File: src/tomasulo_pkg.sv
`default_nettype none

package tomasulo_pkg;

  // cluster sizing, overridden from the top level
  localparam int DEFAULT_NUM_LANES = 3;
  localparam int DEFAULT_RS_DEPTH  = 3;

  // reorder buffer of 8 entries
  typedef logic [2:0] rob_tag_t;

  // operand and result word
  typedef logic signed [31:0] word_t;

  // shift amount, low bits of operand 2
  typedef logic [4:0] shamt_t;

  // alu function codes as issued by the front end
  typedef enum logic [3:0] {
    ALU_ADD  = 4'd0,
    ALU_SUB  = 4'd1,
    ALU_AND  = 4'd2,
    ALU_OR   = 4'd3,
    ALU_XOR  = 4'd4,
    ALU_SLT  = 4'd5,  // signed compare, 1 or 0
    ALU_SLTU = 4'd6,  // unsigned compare, 1 or 0
    ALU_SLL  = 4'd7,
    ALU_SRL  = 4'd8,
    ALU_SRA  = 4'd9
  } alu_op_t;

endpackage

`default_nettype wire

File: src/rs_issue_if.sv
`timescale 1ns/10ps
`default_nettype none

// one renamed instruction from the router into a station
interface rs_issue_if;
  import tomasulo_pkg::*;

  logic     valid;    // one-cycle strobe, accepted at this edge
  rob_tag_t q_i;      // producer tag when i is not ready
  rob_tag_t q_j;
  word_t    v_i;      // value when i is ready
  word_t    v_j;
  logic     i_ready;
  logic     j_ready;
  rob_tag_t rob_ix;   // tag of the instruction itself
  alu_op_t  opcode;

  modport router (
    output valid, q_i, q_j, v_i, v_j, i_ready, j_ready, rob_ix, opcode
  );

  modport station (
    input valid, q_i, q_j, v_i, v_j, i_ready, j_ready, rob_ix, opcode
  );

endinterface

`default_nettype wire

File: src/fu_dispatch_if.sv
`timescale 1ns/10ps
`default_nettype none

// instruction with both operands resolved, station to alu
interface fu_dispatch_if;
  import tomasulo_pkg::*;

  logic     valid;   // registered one-cycle strobe
  word_t    rval1;
  word_t    rval2;
  alu_op_t  opcode;
  rob_tag_t rob_ix;

  modport station (
    output valid, rval1, rval2, opcode, rob_ix
  );

  modport alu (
    input valid, rval1, rval2, opcode, rob_ix
  );

endinterface

`default_nettype wire

File: src/issue_router.sv
`timescale 1ns/10ps
`default_nettype none

module issue_router #(
  parameter int NUM_LANES = tomasulo_pkg::DEFAULT_NUM_LANES
) (
  input  logic                  issue_valid,
  input  logic                  issue_i_ready,
  input  logic                  issue_j_ready,
  input  tomasulo_pkg::rob_tag_t issue_q_i,
  input  tomasulo_pkg::rob_tag_t issue_q_j,
  input  tomasulo_pkg::rob_tag_t issue_rob_ix,
  input  tomasulo_pkg::word_t    issue_v_i,
  input  tomasulo_pkg::word_t    issue_v_j,
  input  tomasulo_pkg::alu_op_t  issue_opcode,
  input  logic [NUM_LANES-1:0]  rs_free,
  output logic                  issue_ready,
  rs_issue_if.router            lane [NUM_LANES]
);

  logic [NUM_LANES-1:0] pick;  // one-hot, lowest free lane

  // isolate the lowest set bit of the free mask
  assign pick        = rs_free & ~(rs_free - 1'b1);
  assign issue_ready = |rs_free;

  for (genvar g = 0; g < NUM_LANES; g++) begin : g_lane
    assign lane[g].valid   = issue_valid & pick[g];  // only the chosen lane sees a strobe
    assign lane[g].q_i     = issue_q_i;
    assign lane[g].q_j     = issue_q_j;
    assign lane[g].v_i     = issue_v_i;
    assign lane[g].v_j     = issue_v_j;
    assign lane[g].i_ready = issue_i_ready;
    assign lane[g].j_ready = issue_j_ready;
    assign lane[g].rob_ix  = issue_rob_ix;
    assign lane[g].opcode  = issue_opcode;
  end

endmodule

`default_nettype wire

File: src/reservation_station.sv
`timescale 1ns/10ps
`default_nettype none

module reservation_station #(
  parameter int RS_DEPTH = tomasulo_pkg::DEFAULT_RS_DEPTH
) (
  input  logic                   clk_in,
  input  logic                   rst_in,
  rs_issue_if.station            issue,
  input  logic                   cdb_valid,
  input  tomasulo_pkg::rob_tag_t cdb_rob_ix,
  input  tomasulo_pkg::word_t    cdb_value,
  input  logic                   fu_busy,
  output logic                   rs_free,
  fu_dispatch_if.station         dispatch
);
  import tomasulo_pkg::*;

  localparam int RW = (RS_DEPTH > 1) ? $clog2(RS_DEPTH) : 1;
  typedef logic [RW-1:0] row_ix_t;

  rob_tag_t q_i_row    [RS_DEPTH];
  rob_tag_t q_j_row    [RS_DEPTH];
  word_t    v_i_row    [RS_DEPTH];
  word_t    v_j_row    [RS_DEPTH];
  rob_tag_t rob_ix_row [RS_DEPTH];
  alu_op_t  opcode_row [RS_DEPTH];

  logic [RS_DEPTH-1:0] busy_row;   // row holds an instruction
  logic [RS_DEPTH-1:0] i_ready_row;
  logic [RS_DEPTH-1:0] j_ready_row;

  row_ix_t open_row;   // lowest free row
  row_ix_t send_row;   // highest fully ready row
  logic    row_ready;
  logic    sent_last;  // dispatched in the previous cycle
  logic    do_send;

  // operands of the incoming instruction after cdb bypass
  logic    in_i_ready;
  logic    in_j_ready;
  word_t   in_v_i;
  word_t   in_v_j;

  always_comb begin
    open_row = '0;
    rs_free  = 1'b0;
    for (int r = RS_DEPTH - 1; r >= 0; r--) begin  // backwards so the lowest wins
      if (!busy_row[r]) begin
        open_row = row_ix_t'(r);
        rs_free  = 1'b1;
      end
    end

    send_row  = '0;
    row_ready = 1'b0;
    for (int r = 0; r < RS_DEPTH; r++) begin
      if (busy_row[r] && i_ready_row[r] && j_ready_row[r]) begin
        send_row  = row_ix_t'(r);
        row_ready = 1'b1;
      end
    end
  end

  assign do_send = row_ready && !fu_busy && !sent_last;

  // a broadcast in the issue cycle would otherwise be missed
  always_comb begin
    in_i_ready = issue.i_ready;
    in_v_i     = issue.v_i;
    if (!issue.i_ready && cdb_valid && cdb_rob_ix == issue.q_i) begin
      in_i_ready = 1'b1;
      in_v_i     = cdb_value;
    end
    in_j_ready = issue.j_ready;
    in_v_j     = issue.v_j;
    if (!issue.j_ready && cdb_valid && cdb_rob_ix == issue.q_j) begin
      in_j_ready = 1'b1;
      in_v_j     = cdb_value;
    end
  end

  always_ff @(posedge clk_in) begin
    if (rst_in) begin
      busy_row       <= '0;
      i_ready_row    <= '0;
      j_ready_row    <= '0;
      sent_last      <= 1'b0;
      dispatch.valid <= 1'b0;
    end else begin
      // wakeup of waiting rows
      if (cdb_valid) begin
        for (int r = 0; r < RS_DEPTH; r++) begin
          if (busy_row[r] && !i_ready_row[r] && q_i_row[r] == cdb_rob_ix) begin
            v_i_row[r]     <= cdb_value;
            i_ready_row[r] <= 1'b1;
          end
          if (busy_row[r] && !j_ready_row[r] && q_j_row[r] == cdb_rob_ix) begin
            v_j_row[r]     <= cdb_value;
            j_ready_row[r] <= 1'b1;
          end
        end
      end

      // router only strobes a lane with a free row
      if (issue.valid) begin
        q_i_row[open_row]     <= issue.q_i;
        q_j_row[open_row]     <= issue.q_j;
        v_i_row[open_row]     <= in_v_i;
        v_j_row[open_row]     <= in_v_j;
        i_ready_row[open_row] <= in_i_ready;
        j_ready_row[open_row] <= in_j_ready;
        rob_ix_row[open_row]  <= issue.rob_ix;
        opcode_row[open_row]  <= issue.opcode;
        busy_row[open_row]    <= 1'b1;
      end

      if (do_send) begin
        busy_row[send_row] <= 1'b0;  // never the open row, that one is idle
      end
      dispatch.valid <= do_send;
      sent_last      <= do_send;
    end
  end

  // dispatch payload, only meaningful with the strobe
  always_ff @(posedge clk_in) begin
    if (do_send) begin
      dispatch.rval1  <= v_i_row[send_row];
      dispatch.rval2  <= v_j_row[send_row];
      dispatch.opcode <= opcode_row[send_row];
      dispatch.rob_ix <= rob_ix_row[send_row];
    end
  end

endmodule

`default_nettype wire

File: src/alu_unit.sv
`timescale 1ns/10ps
`default_nettype none

module alu_unit (
  input  logic                   clk_in,
  input  logic                   rst_in,
  fu_dispatch_if.alu             dispatch,
  input  logic                   grant,
  output logic                   busy,
  output logic                   result_valid,
  output tomasulo_pkg::rob_tag_t result_rob_ix,
  output tomasulo_pkg::word_t    result_value
);
  import tomasulo_pkg::*;

  word_t  alu_out;
  shamt_t shamt;

  assign shamt = shamt_t'(dispatch.rval2);  // only the low 5 bits shift

  always_comb begin
    case (dispatch.opcode)
      ALU_ADD:  alu_out = dispatch.rval1 + dispatch.rval2;
      ALU_SUB:  alu_out = dispatch.rval1 - dispatch.rval2;
      ALU_AND:  alu_out = dispatch.rval1 & dispatch.rval2;
      ALU_OR:   alu_out = dispatch.rval1 | dispatch.rval2;
      ALU_XOR:  alu_out = dispatch.rval1 ^ dispatch.rval2;
      ALU_SLT:  alu_out = (dispatch.rval1 < dispatch.rval2) ? 32'sd1 : 32'sd0;
      ALU_SLTU: alu_out = ($unsigned(dispatch.rval1) < $unsigned(dispatch.rval2)) ? 32'sd1 : 32'sd0;
      ALU_SLL:  alu_out = dispatch.rval1 << shamt;
      ALU_SRL:  alu_out = $signed($unsigned(dispatch.rval1) >> shamt);
      ALU_SRA:  alu_out = dispatch.rval1 >>> shamt;  // keeps the sign
      default:  alu_out = '0;
    endcase
  end

  // result waits here until the cdb takes it
  assign busy = result_valid & ~grant;

  always_ff @(posedge clk_in) begin
    if (rst_in) begin
      result_valid <= 1'b0;
    end else if (dispatch.valid) begin
      result_valid <= 1'b1;  // station only sends when the slot is free
    end else if (grant) begin
      result_valid <= 1'b0;
    end
  end

  always_ff @(posedge clk_in) begin
    if (dispatch.valid) begin
      result_value  <= alu_out;
      result_rob_ix <= dispatch.rob_ix;
    end
  end

endmodule

`default_nettype wire

File: src/cdb_arbiter.sv
`timescale 1ns/10ps
`default_nettype none

module cdb_arbiter #(
  parameter int NUM_LANES = tomasulo_pkg::DEFAULT_NUM_LANES
) (
  input  logic                   clk_in,
  input  logic                   rst_in,
  input  logic [NUM_LANES-1:0]   result_valid,
  input  tomasulo_pkg::rob_tag_t result_rob_ix [NUM_LANES],
  input  tomasulo_pkg::word_t    result_value  [NUM_LANES],
  output logic [NUM_LANES-1:0]   grant,
  output logic                   cdb_valid,
  output tomasulo_pkg::rob_tag_t cdb_rob_ix,
  output tomasulo_pkg::word_t    cdb_value
);

  localparam int LW = (NUM_LANES > 1) ? $clog2(NUM_LANES) : 1;
  typedef logic [LW-1:0] lane_ix_t;

  lane_ix_t ptr;   // lane with first claim this cycle
  lane_ix_t sel;
  logic     found;

  // scan from the pointer and wrap around
  always_comb begin
    int idx;
    found = 1'b0;
    sel   = '0;
    for (int k = 0; k < NUM_LANES; k++) begin
      idx = (int'(ptr) + k) % NUM_LANES;
      if (!found && result_valid[idx]) begin
        found = 1'b1;
        sel   = lane_ix_t'(idx);
      end
    end
    grant = '0;
    if (found) begin
      grant[sel] = 1'b1;
    end
  end

  assign cdb_valid  = found;
  assign cdb_rob_ix = result_rob_ix[sel];
  assign cdb_value  = result_value[sel];

  always_ff @(posedge clk_in) begin
    if (rst_in) begin
      ptr <= '0;
    end else if (found) begin
      ptr <= (sel == lane_ix_t'(NUM_LANES - 1)) ? '0 : sel + 1'b1;  // next lane after the winner
    end
  end

endmodule

`default_nettype wire

File: src/tomasulo_cluster.sv
`timescale 1ns/10ps
`default_nettype none

module tomasulo_cluster #(
  parameter int NUM_LANES = tomasulo_pkg::DEFAULT_NUM_LANES,
  parameter int RS_DEPTH  = tomasulo_pkg::DEFAULT_RS_DEPTH
) (
  input  logic                   clk_in,
  input  logic                   rst_in,
  input  logic                   issue_valid,
  input  logic                   issue_i_ready,
  input  logic                   issue_j_ready,
  input  tomasulo_pkg::rob_tag_t issue_q_i,
  input  tomasulo_pkg::rob_tag_t issue_q_j,
  input  tomasulo_pkg::rob_tag_t issue_rob_ix,
  input  tomasulo_pkg::word_t    issue_v_i,
  input  tomasulo_pkg::word_t    issue_v_j,
  input  tomasulo_pkg::alu_op_t  issue_opcode,
  output logic                   issue_ready,
  output logic                   cdb_valid,
  output tomasulo_pkg::rob_tag_t cdb_rob_ix,
  output tomasulo_pkg::word_t    cdb_value
);
  import tomasulo_pkg::*;

  logic [NUM_LANES-1:0] rs_free;
  logic [NUM_LANES-1:0] fu_busy;
  logic [NUM_LANES-1:0] result_valid;
  logic [NUM_LANES-1:0] grant;
  rob_tag_t             result_rob_ix [NUM_LANES];
  word_t                result_value  [NUM_LANES];

  rs_issue_if    issue_bus [NUM_LANES] ();
  fu_dispatch_if disp_bus  [NUM_LANES] ();

  issue_router #(.NUM_LANES(NUM_LANES)) u_router (
    .issue_valid   (issue_valid),
    .issue_i_ready (issue_i_ready),
    .issue_j_ready (issue_j_ready),
    .issue_q_i     (issue_q_i),
    .issue_q_j     (issue_q_j),
    .issue_rob_ix  (issue_rob_ix),
    .issue_v_i     (issue_v_i),
    .issue_v_j     (issue_v_j),
    .issue_opcode  (issue_opcode),
    .rs_free       (rs_free),
    .issue_ready   (issue_ready),
    .lane          (issue_bus)
  );

  // one station feeding one alu per lane
  for (genvar g = 0; g < NUM_LANES; g++) begin : g_lane
    reservation_station #(.RS_DEPTH(RS_DEPTH)) u_rs (
      .clk_in     (clk_in),
      .rst_in     (rst_in),
      .issue      (issue_bus[g]),
      .cdb_valid  (cdb_valid),
      .cdb_rob_ix (cdb_rob_ix),
      .cdb_value  (cdb_value),
      .fu_busy    (fu_busy[g]),
      .rs_free    (rs_free[g]),
      .dispatch   (disp_bus[g])
    );

    alu_unit u_alu (
      .clk_in        (clk_in),
      .rst_in        (rst_in),
      .dispatch      (disp_bus[g]),
      .grant         (grant[g]),
      .busy          (fu_busy[g]),
      .result_valid  (result_valid[g]),
      .result_rob_ix (result_rob_ix[g]),
      .result_value  (result_value[g])
    );
  end

  cdb_arbiter #(.NUM_LANES(NUM_LANES)) u_arbiter (
    .clk_in        (clk_in),
    .rst_in        (rst_in),
    .result_valid  (result_valid),
    .result_rob_ix (result_rob_ix),
    .result_value  (result_value),
    .grant         (grant),
    .cdb_valid     (cdb_valid),
    .cdb_rob_ix    (cdb_rob_ix),
    .cdb_value     (cdb_value)
  );

endmodule

`default_nettype wire

File: config.mk
export PLATFORM = sky130hd
export DESIGN_NAME = tomasulo_cluster
export DESIGN_NICKNAME = d
export VERILOG_FILES = /design/src/tomasulo_pkg.sv /design/src/rs_issue_if.sv /design/src/fu_dispatch_if.sv /design/src/issue_router.sv /design/src/reservation_station.sv /design/src/alu_unit.sv /design/src/cdb_arbiter.sv /design/src/tomasulo_cluster.sv
export SDC_FILE = /design/constraint.sdc
export NUM_CORES = 2
export LEC_CHECK = 0
export BUFFER_PORTS_ARGS = -buffer_cell sky130_fd_sc_hd__buf_4
export CAP_MARGIN = 15
export CORE_ASPECT_RATIO = 0.8
export CORE_MARGIN = 5
export CORE_UTILIZATION = 47
export DETAILED_ROUTE_END_ITERATION = 10
export PLACE_DENSITY = 0.7
export SLEW_MARGIN = 25
export SYNTH_ARGS = -nofsm -noshare
export SYNTH_HDL_FRONTEND = slang
export SYNTH_SLANG_ARGS = --single-unit
File: constraint.sdc
create_clock -name clk_in -period 10.43 [get_ports clk_in]
set_input_delay 0.5215 -clock clk_in [delete_from_list [all_inputs] [get_ports clk_in]]
set_output_delay 0.5215 -clock clk_in [all_outputs]
set_load 0.01 [all_outputs]
### Word level (Yosys, flattened, before mapping)

Memory sizes are Yosys's and may differ from the RTL's. A register that Yosys moved wholly into a read port is not among the register bits.
Index checks and enable logic that the tools add are counted.

| word-level totals | value |
|---|---|
| bits in read-only memories | 0 |
| memory bits (writable) | 693 |
| memories | 18 |
| output and inout bits | 37 |
| bits in latches | 0 |
| input port bits | 82 |
| logic and storage cells | 493 |
| bits in registers | 140 |

| operators by class | value |
|---|---|
| reduce and logical (&&, ||, !) cells | 108 |
| divide/modulo/power cells | 3 |
| add/sub/neg operators | 10 |
| mux-type cells | 221 |
| bitwise gates (word level) | 30 |
| equal/unequal tests | 48 |
| $lt $le $gt $ge | 24 |
| shift operators | 9 |
| multipliers | 0 |

Memories:

| name | depth | width | read ports | clocked after Yosys merged registers in | wr ports | line | source |
|---|---|---|---|---|---|---|---|
| g_lane[0].u_rs.v_i_row | 3 | 32 | 1 | 1 | 4 | reservation_station.sv:24 | `word_t v_i_row [RS_DEPTH];` |
| g_lane[0].u_rs.v_j_row | 3 | 32 | 1 | 1 | 4 | reservation_station.sv:25 | `word_t v_j_row [RS_DEPTH];` |
| g_lane[1].u_rs.v_i_row | 3 | 32 | 1 | 1 | 4 | reservation_station.sv:24 |  |
| g_lane[1].u_rs.v_j_row | 3 | 32 | 1 | 1 | 4 | reservation_station.sv:25 |  |
| g_lane[2].u_rs.v_i_row | 3 | 32 | 1 | 1 | 4 | reservation_station.sv:24 |  |
| g_lane[2].u_rs.v_j_row | 3 | 32 | 1 | 1 | 4 | reservation_station.sv:25 |  |
| +12 memories | n/a | n/a | n/a | n/a | n/a | n/a |  |

Operators with widths:

| cell | count |
|---|---|
| 32-bit one-hot mux with 10 select lines | 3 |
| 32-bit < comparator | 6 |
| 1-bit two-way mux | 150 |
| 32-bit two-way mux | 4 |
| 32-bit adder | 3 |
| 32-bit AND | 3 |
| 32-bit by 4-bit < comparator with 1-bit output, second input constant | 3 |
| 32-bit bitwise OR | 3 |
| 32-bit by 5-bit left shift with 32-bit output | 3 |
| 32-bit by 5-bit right shift with 32-bit output | 3 |
| 32-bit by 5-bit >>> shifter with 32-bit output | 3 |
| 32-bit subtractor | 3 |
| 32-bit XOR | 3 |
| 3-bit two-way mux | 30 |
| 1-bit logical AND | 73 |
| 32-bit binary-select mux with 2-bit select | 1 |
| 32-bit by 3-bit modulo with 32-bit output, second input constant | 2 |
| 3-bit equality test | 20 |
| 4-bit by 3-bit equality test with 1-bit output, second input constant | 12 |
| 3-bit by 3-bit modulo with 32-bit output, second input constant | 1 |
| 2-bit two-way mux | 16 |
| 1-bit zero test | 28 |
| 4-bit by 2-bit equality test with 1-bit output, second input constant | 6 |
| 4-bit equality test, second input constant | 6 |
| 22 further kinds | 68 |

### Logic depth before layout (Yosys ltp)

| logic depth | value |
|---|---|
| depth after elaboration | 22 |
| mapped depth | 16 |
| gate-level depth less buffers | 14 |

### Cells and area by module

A second synthesis with hierarchy kept.

| second synthesis, totals | value |
|---|---|
| cells, all modules | 6713 |
| area total of the unflattened synthesis | 73733.2 um2 |

By module, submodules not included:

| module | sequential area each (um2) | times used | cells each | area each (um2) |
|---|---|---|---|---|
| alu_unit | 1071.0 | 3 | 1310 | 9952.0 |
| reservation_station (g_lane[1].u_rs) | 9268.9 | 1 | 800 | 13699.4 |
| reservation_station (g_lane[0].u_rs) | 9268.9 | 1 | 800 | 13670.6 |
| reservation_station (g_lane[2].u_rs) | 9268.9 | 1 | 800 | 13538.0 |
| issue_router | 0.0 | 1 | 241 | 1815.5 |
| cdb_arbiter | 40.0 | 1 | 142 | 1153.6 |

### Worst setup path before layout

No wires, ideal clock.

| timing path | value |
|---|---|
| path kind | register to register |
| start | register u_arbiter.ptr[0] |
| end | register g_lane[2].u_rs.busy_row[0] |
| cell stages (with the launch flop) | 12 |
| setup time | 377 ps |
| data required time | 10053 ps |
| slack | 2615 ps |
| period minus slack after synthesis | 7815 ps |
| arrival time | 7437 ps |
| path buffers | 2 |
| cell sequence | dfxtp_1 -> inv_1 -> ha_1 -> buf_2 -> or3b_1 -> a21oi_1 -> o21a_1 -> buf_4 -> inv_2 -> a21oi_1 -> a21boi_0 -> a211oi_1 |

| between the ends | value |
|---|---|
| longest elaborated chain between the ends | 22 |
| elaborated cells between the ends (all ways) | 36 |
| classes of those cells | add/sub: 2; div: 3; order compare: 2; mux: 19; bitwise: 2; reduce/logical: 8 |

RTL lines:

| item | line | source |
|---|---|---|
| start: declaration | cdb_arbiter.sv:21 | `lane_ix_t ptr;` |
| start signal: assignment | cdb_arbiter.sv:51 | `ptr <= (sel == lane_ix_t'(NUM_LANES - 1)) ? '0 : sel + 1'b1;` |
| branches (longest 15 deep; another with 32-bit by 3-bit modulo with 32-bit output) | n/a |  |
| 3-bit two-way mux (*) | cdb_arbiter.sv:38 | `if (found) begin` |
| 1-bit NOT (*) | alu_unit.sv:38 | `assign busy = result_valid & ~grant;` |
| 1-bit AND (*) | alu_unit.sv:38 |  |
| 1-bit zero test (*) | reservation_station.sv:65 | `assign do_send = row_ready && !fu_busy && !sent_last;` |
| 1-bit logical AND (*) (2 in a row) | reservation_station.sv:65 |  |
| via g_lane[2].u_rs.do_send | reservation_station.sv:37 | `logic do_send;` |
| 3-bit two-way mux (*) | reservation_station.sv:118 | `if (do_send) begin` |
| end signal: assignment | reservation_station.sv:85 | `busy_row <= '0;` |
| end signal: indexed assignment | reservation_station.sv:115 | `busy_row[open_row] <= 1'b1;` |
| end signal: indexed assignment | reservation_station.sv:119 | `busy_row[send_row] <= 1'b0;` |
| end: declaration | reservation_station.sv:29 | `logic [RS_DEPTH-1:0] busy_row;` |

Mark *: on every way through the listed nets, which the timed path passes. The select of a mux whose other input is x is not followed.
A chain may end at the register's enable or synchronous reset.

### Worst setup path in the final report

| timing path | value |
|---|---|
| start | register g_lane[2].u_rs.dispatch.rval2[3], read port of g_lane[2].u_rs.v_j_row |
| end | register g_lane[2].u_alu.result_value[31], data pin |

| between the ends | value |
|---|---|
| longest elaborated chain between the ends | 2 |
| elaborated cells between the ends (all ways) | 6 |
| classes of those cells | add/sub: 2; shift: 3; mux: 1 |

RTL lines:

| item | line | source |
|---|---|---|
| start: declaration | fu_dispatch_if.sv:15 | `output valid, rval1, rval2, opcode, rob_ix` |
| 32-bit subtractor (tied with other cells) | alu_unit.sv:24 | `ALU_SUB: alu_out = dispatch.rval1 - dispatch.rval2;` |
| 32-bit one-hot mux with 10 select lines (*) | alu_unit.sv:22 | `case (dispatch.opcode)` |
| via g_lane[2].u_alu.alu_out[31] | alu_unit.sv:16 | `word_t alu_out;` |
| end signal: assignment | alu_unit.sv:52 | `result_value <= alu_out;` |
| end: declaration | alu_unit.sv:12 | `output tomasulo_pkg::word_t result_value` |

Mark *: on every way through the listed nets, which the timed path passes. The rest lies on a longest branch.

==> impl_metrics.json <==
{
  "cts_made_buffers": 100,
  "groute.usage.overall_pct": 31.9,
  "fin_nets": 6727,
  "ys_warn_count": 0,
  "path_cells": "buf_4, inv_2, buf_4, ha_1, nor4_1, o31ai_1, a21oi_1, a31oi_1, o311ai_0, nand4_1, a221oi_1, xor2_1, o211ai_1",
  "cp.required_ns": 10.89,
  "fin_crit_ns": 5.42,
  "status": "finished, final reports clean",
  "gp_congestion": 1.02,
  "drive_gt1_share_pct": 13.6,
  "path_clk_slew_ns": 0.09,
  "crit_family": "compound AO/OA/AOI/OAI gates",
  "detail_route.wl_per_cell_um": 30.5,
  "yosysTopAreaCell": "edfxtp_1",
  "hold_ws_ns": 0.0631,
  "postRouteAntennaNets": 0,
  "via_per_inst": 6.58,
  "dpl.hpwl_um": 184000,
  "min_path_type": "primary input to register",
  "clockRootBuffer": "clkbuf_16",
  "dpl-instance-area_um2": 71300,
  "final_area_um2": 74700,
  "synthTopCellsByArea": "edfxtp_1 (44%), mux2i_1 (5.8%), ha_1 (5.3%), mux2_2 (5.0%), mux2_1 (4.6%)",
  "syn_nets": 6936,
  "synthCells": 6555,
  "netlist_area_um2": 69400,
  "start_util_pct": 47.2,
  "htreeDepth": 3,
  "cp.buffers_inverters": 3,
  "cts_buffer_depth": 3,
  "finalHoldViolCount": 0,
  "crit_fanout": 73,
  "synth_top_area_share_pct": 43.7,
  "synthTopCellsByCount": "edfxtp_1 (1011), o21ai_0 (555), nor2_1 (538)",
  "power_frac_clock_pct": 43.8,
  "vias": 55400,
  "slew_headroom_pct": 20.6,
  "seq_area_frac_synth_pct": 44.8,
  "slowest_delay_ns": 0.94,
  "clk_latency_ns": 0.73,
  "async_flop_share_pct": 0,
  "grt_max_degree": 97,
  "cp-start-kind": "register",
  "grt_overflow": 0,
  "syn_to_final_growth_pct": 7.69,
  "ys_ff_latch": 1046,
  "cts.repair.resized": 0,
  "power.density_nw_per_um2": 116,
  "drtPass1Iterations": 7,
  "io_pins": 119,
  "antenna_found_initial": 18,
  "post-route-period-util_pct": 52.0,
  "fp-row-count": 126,
  "setup_viol": 0,
  "cap_violations": 0,
  "ir_worst_vdd_uv": 165,
  "critical_path_arrival_ns": 5.88,
  "rsz0062_at_grt": "false",
  "placeableCoreArea_um2": 147000,
  "synth_edf_count": 1011,
  "critPathKind": "register to register",
  "avgSynthCellArea_um2": 10.6,
  "cts_sinks": 1046,
  "die_x_um": 440,
  "drc": 0,
  "numPortBuffers": 118,
  "p_sw_mw": 1.90,
  "wirelength_um": 257000,
  "clock_skew_ns": 0.0300,
  "fillers": 13100,
  "synth_ff_type": "edfxtp_1",
  "worstMarginPinSlew_ns": 1.19,
  "switching_share_pct": 21.8,
  "fmax_mhz": 185,
  "intPower_mw": 6.80,
  "yosysUniqueCellTypes": 84,
  "grt_pass1_wl_um": 365000,
  "die_area_um2": 155000,
  "slowest_stage": "o311ai_0",
  "tritoncts": "done",
  "yosys.cell_count.top_type": "edfxtp_1",
  "grt_pass1_vias": 50700,
  "drv_slew": 0,
  "post-route-util_pct": 50.8,
  "first_iter_violations": 9162,
  "p_leak_nw": 27.5,
  "finalSetupTns_ns": 0,
  "combPwrFrac_pct": 3.3,
  "crit_path_end_kind": "register",
  "post_cts_buffers": 0,
  "p_seq_share_pct": 52.9,
  "crit_path_frequent_cell": "buf_4",
  "die_h_um": 354,
  "hold_buffers": 0
}
-- worst reg2reg max path, delay by kind of cell, from the launching register on --
family,cells,cell delay (ns)
xor+xnor,1,0.18
compound gates,6,2.54
flops,1,0.32
simple gates,2,0.65
fa+ha+maj,1,0.49
buf+inv,3,0.97
-- power groups by stage --
stage	combinational (mW)	clock (mW)	sequential, mW
after global placement	0.275	0	4.69
after detailed placement	0.280	0	4.69
after CTS	0.281	3.83	4.60
after global routing	0.299	4.02	4.60
after floorplan	0.153	0	4.69
final	0.291	3.81	4.60
-- layout by cell type, fill, tap and decap left out, types with 54 or more instances in the layout --
master	instances
xnor2_1	86
o211ai_1	79
edfxtp_1	1011
nand2b_1	60
nand3_1	62
nor3_1	79
mux2i_1	401
o21ai_0	552
nor2_1	533
a21o_1	56
mux4_2	84
mux2_2	310
ha_1	293
mux2_1	284
a21oi_1	372
inv_1	292
buf_4	231
a211oi_1	76
clkbuf_16	100
or3_1	54
a221oi_1	59
nand2_1	519
-- layer usage --
| layer | vias to the layer above | routed length (µm) | part of all wire (%) | track usage [%] |
|---|---|---|---|---|
| met5 | - | 46 | 0.018 | 0 |
| met1 | 27400 | 106000 | 41 | 47.2 |
| met3 | 429 | 33400 | 13 | 7.94 |
| met4 | 8 | 9980 | 3.9 | 10.5 |
| li1 | 23900 | - | - | - |
| met2 | 3612 | 107000 | 42 | 45.5 |
-- through the flow --
stage	setup WS [ns]	power, mW	std cells
3_3_place_gp	5.37	4.96	8228
6_report	5.01	8.70	8420
3_5_place_dp	5.30	4.97	8228
4_1_cts	5.27	8.71	8413
5_1_grt	4.85	8.91	8418
2_1_floorplan	2.62	4.84	6555
-- sequential cells by signal (all words and copies together), names as in the netlist, 12 cells and up --
| name | flops |
|---|---|
| g_lane.u_rs.dispatch.opcode | 12 |
| g_lane.u_rs.v_i_row | 288 |
| g_lane.u_rs.dispatch.rval2 | 96 |
| g_lane.u_rs.opcode_row | 36 |
| g_lane.u_rs.v_j_row | 288 |
| g_lane.u_alu.result_value | 96 |
| g_lane.u_rs.q_j_row | 27 |
| g_lane.u_rs.q_i_row | 27 |
| g_lane.u_rs.rob_ix_row | 27 |
| g_lane.u_rs.dispatch.rval1 | 96 |
-- cell families (layout without fill, tap and decap cells) --
logic type / Yosys count / count (layout) / share of synthesized area [%]
compound gates: 1647 / 1647 / 14.8
simple gates: 1509 / 1509 / 9.75
mux: 1079 / 1079 / 18.1
flops: 1046 / 1046 / 44.8
buf+inv: 845 / 719 / 5.42
fa+ha+maj: 299 / 299 / 5.46
xor+xnor: 130 / 130 / 1.64
other cells: 0 / 7 / 0
-- path summary, 6_finish.rpt --
path	slack, ns	from	to	cells past startpoint
max	5.01	g_lane[2].u_rs.dispatch.rval2[3]	g_lane[2].u_alu.result_value[31]	13
min	0.06	issue_rob_ix[0]	g_lane[2].u_rs.rob_ix_row[1][0]	1
max reg2reg	5.01	g_lane[2].u_rs.dispatch.rval2[3]	g_lane[2].u_alu.result_value[31]	13
min reg2reg	0.42	g_lane[0].u_rs.dispatch.rob_ix[1]	g_lane[0].u_alu.result_rob_ix[1]	0
-- final cells by class --
cell class | count | area (µm²) | share of cell area, %
repair buffers | 231 | 1730 | 2.32
clock inverters | 67 | 744 | 0.996
well taps | 1984 | 2480 | 3.32
clock buffers | 118 | 2620 | 3.51
diodes | 7 | 17.5 | 0.0234
flip-flops and latches | 1046 | 31100 | 41.6
multi-input cells | 4664 | 34900 | 46.7
inverters | 303 | 1140 | 1.52
(Power assumes the default switching activity.)
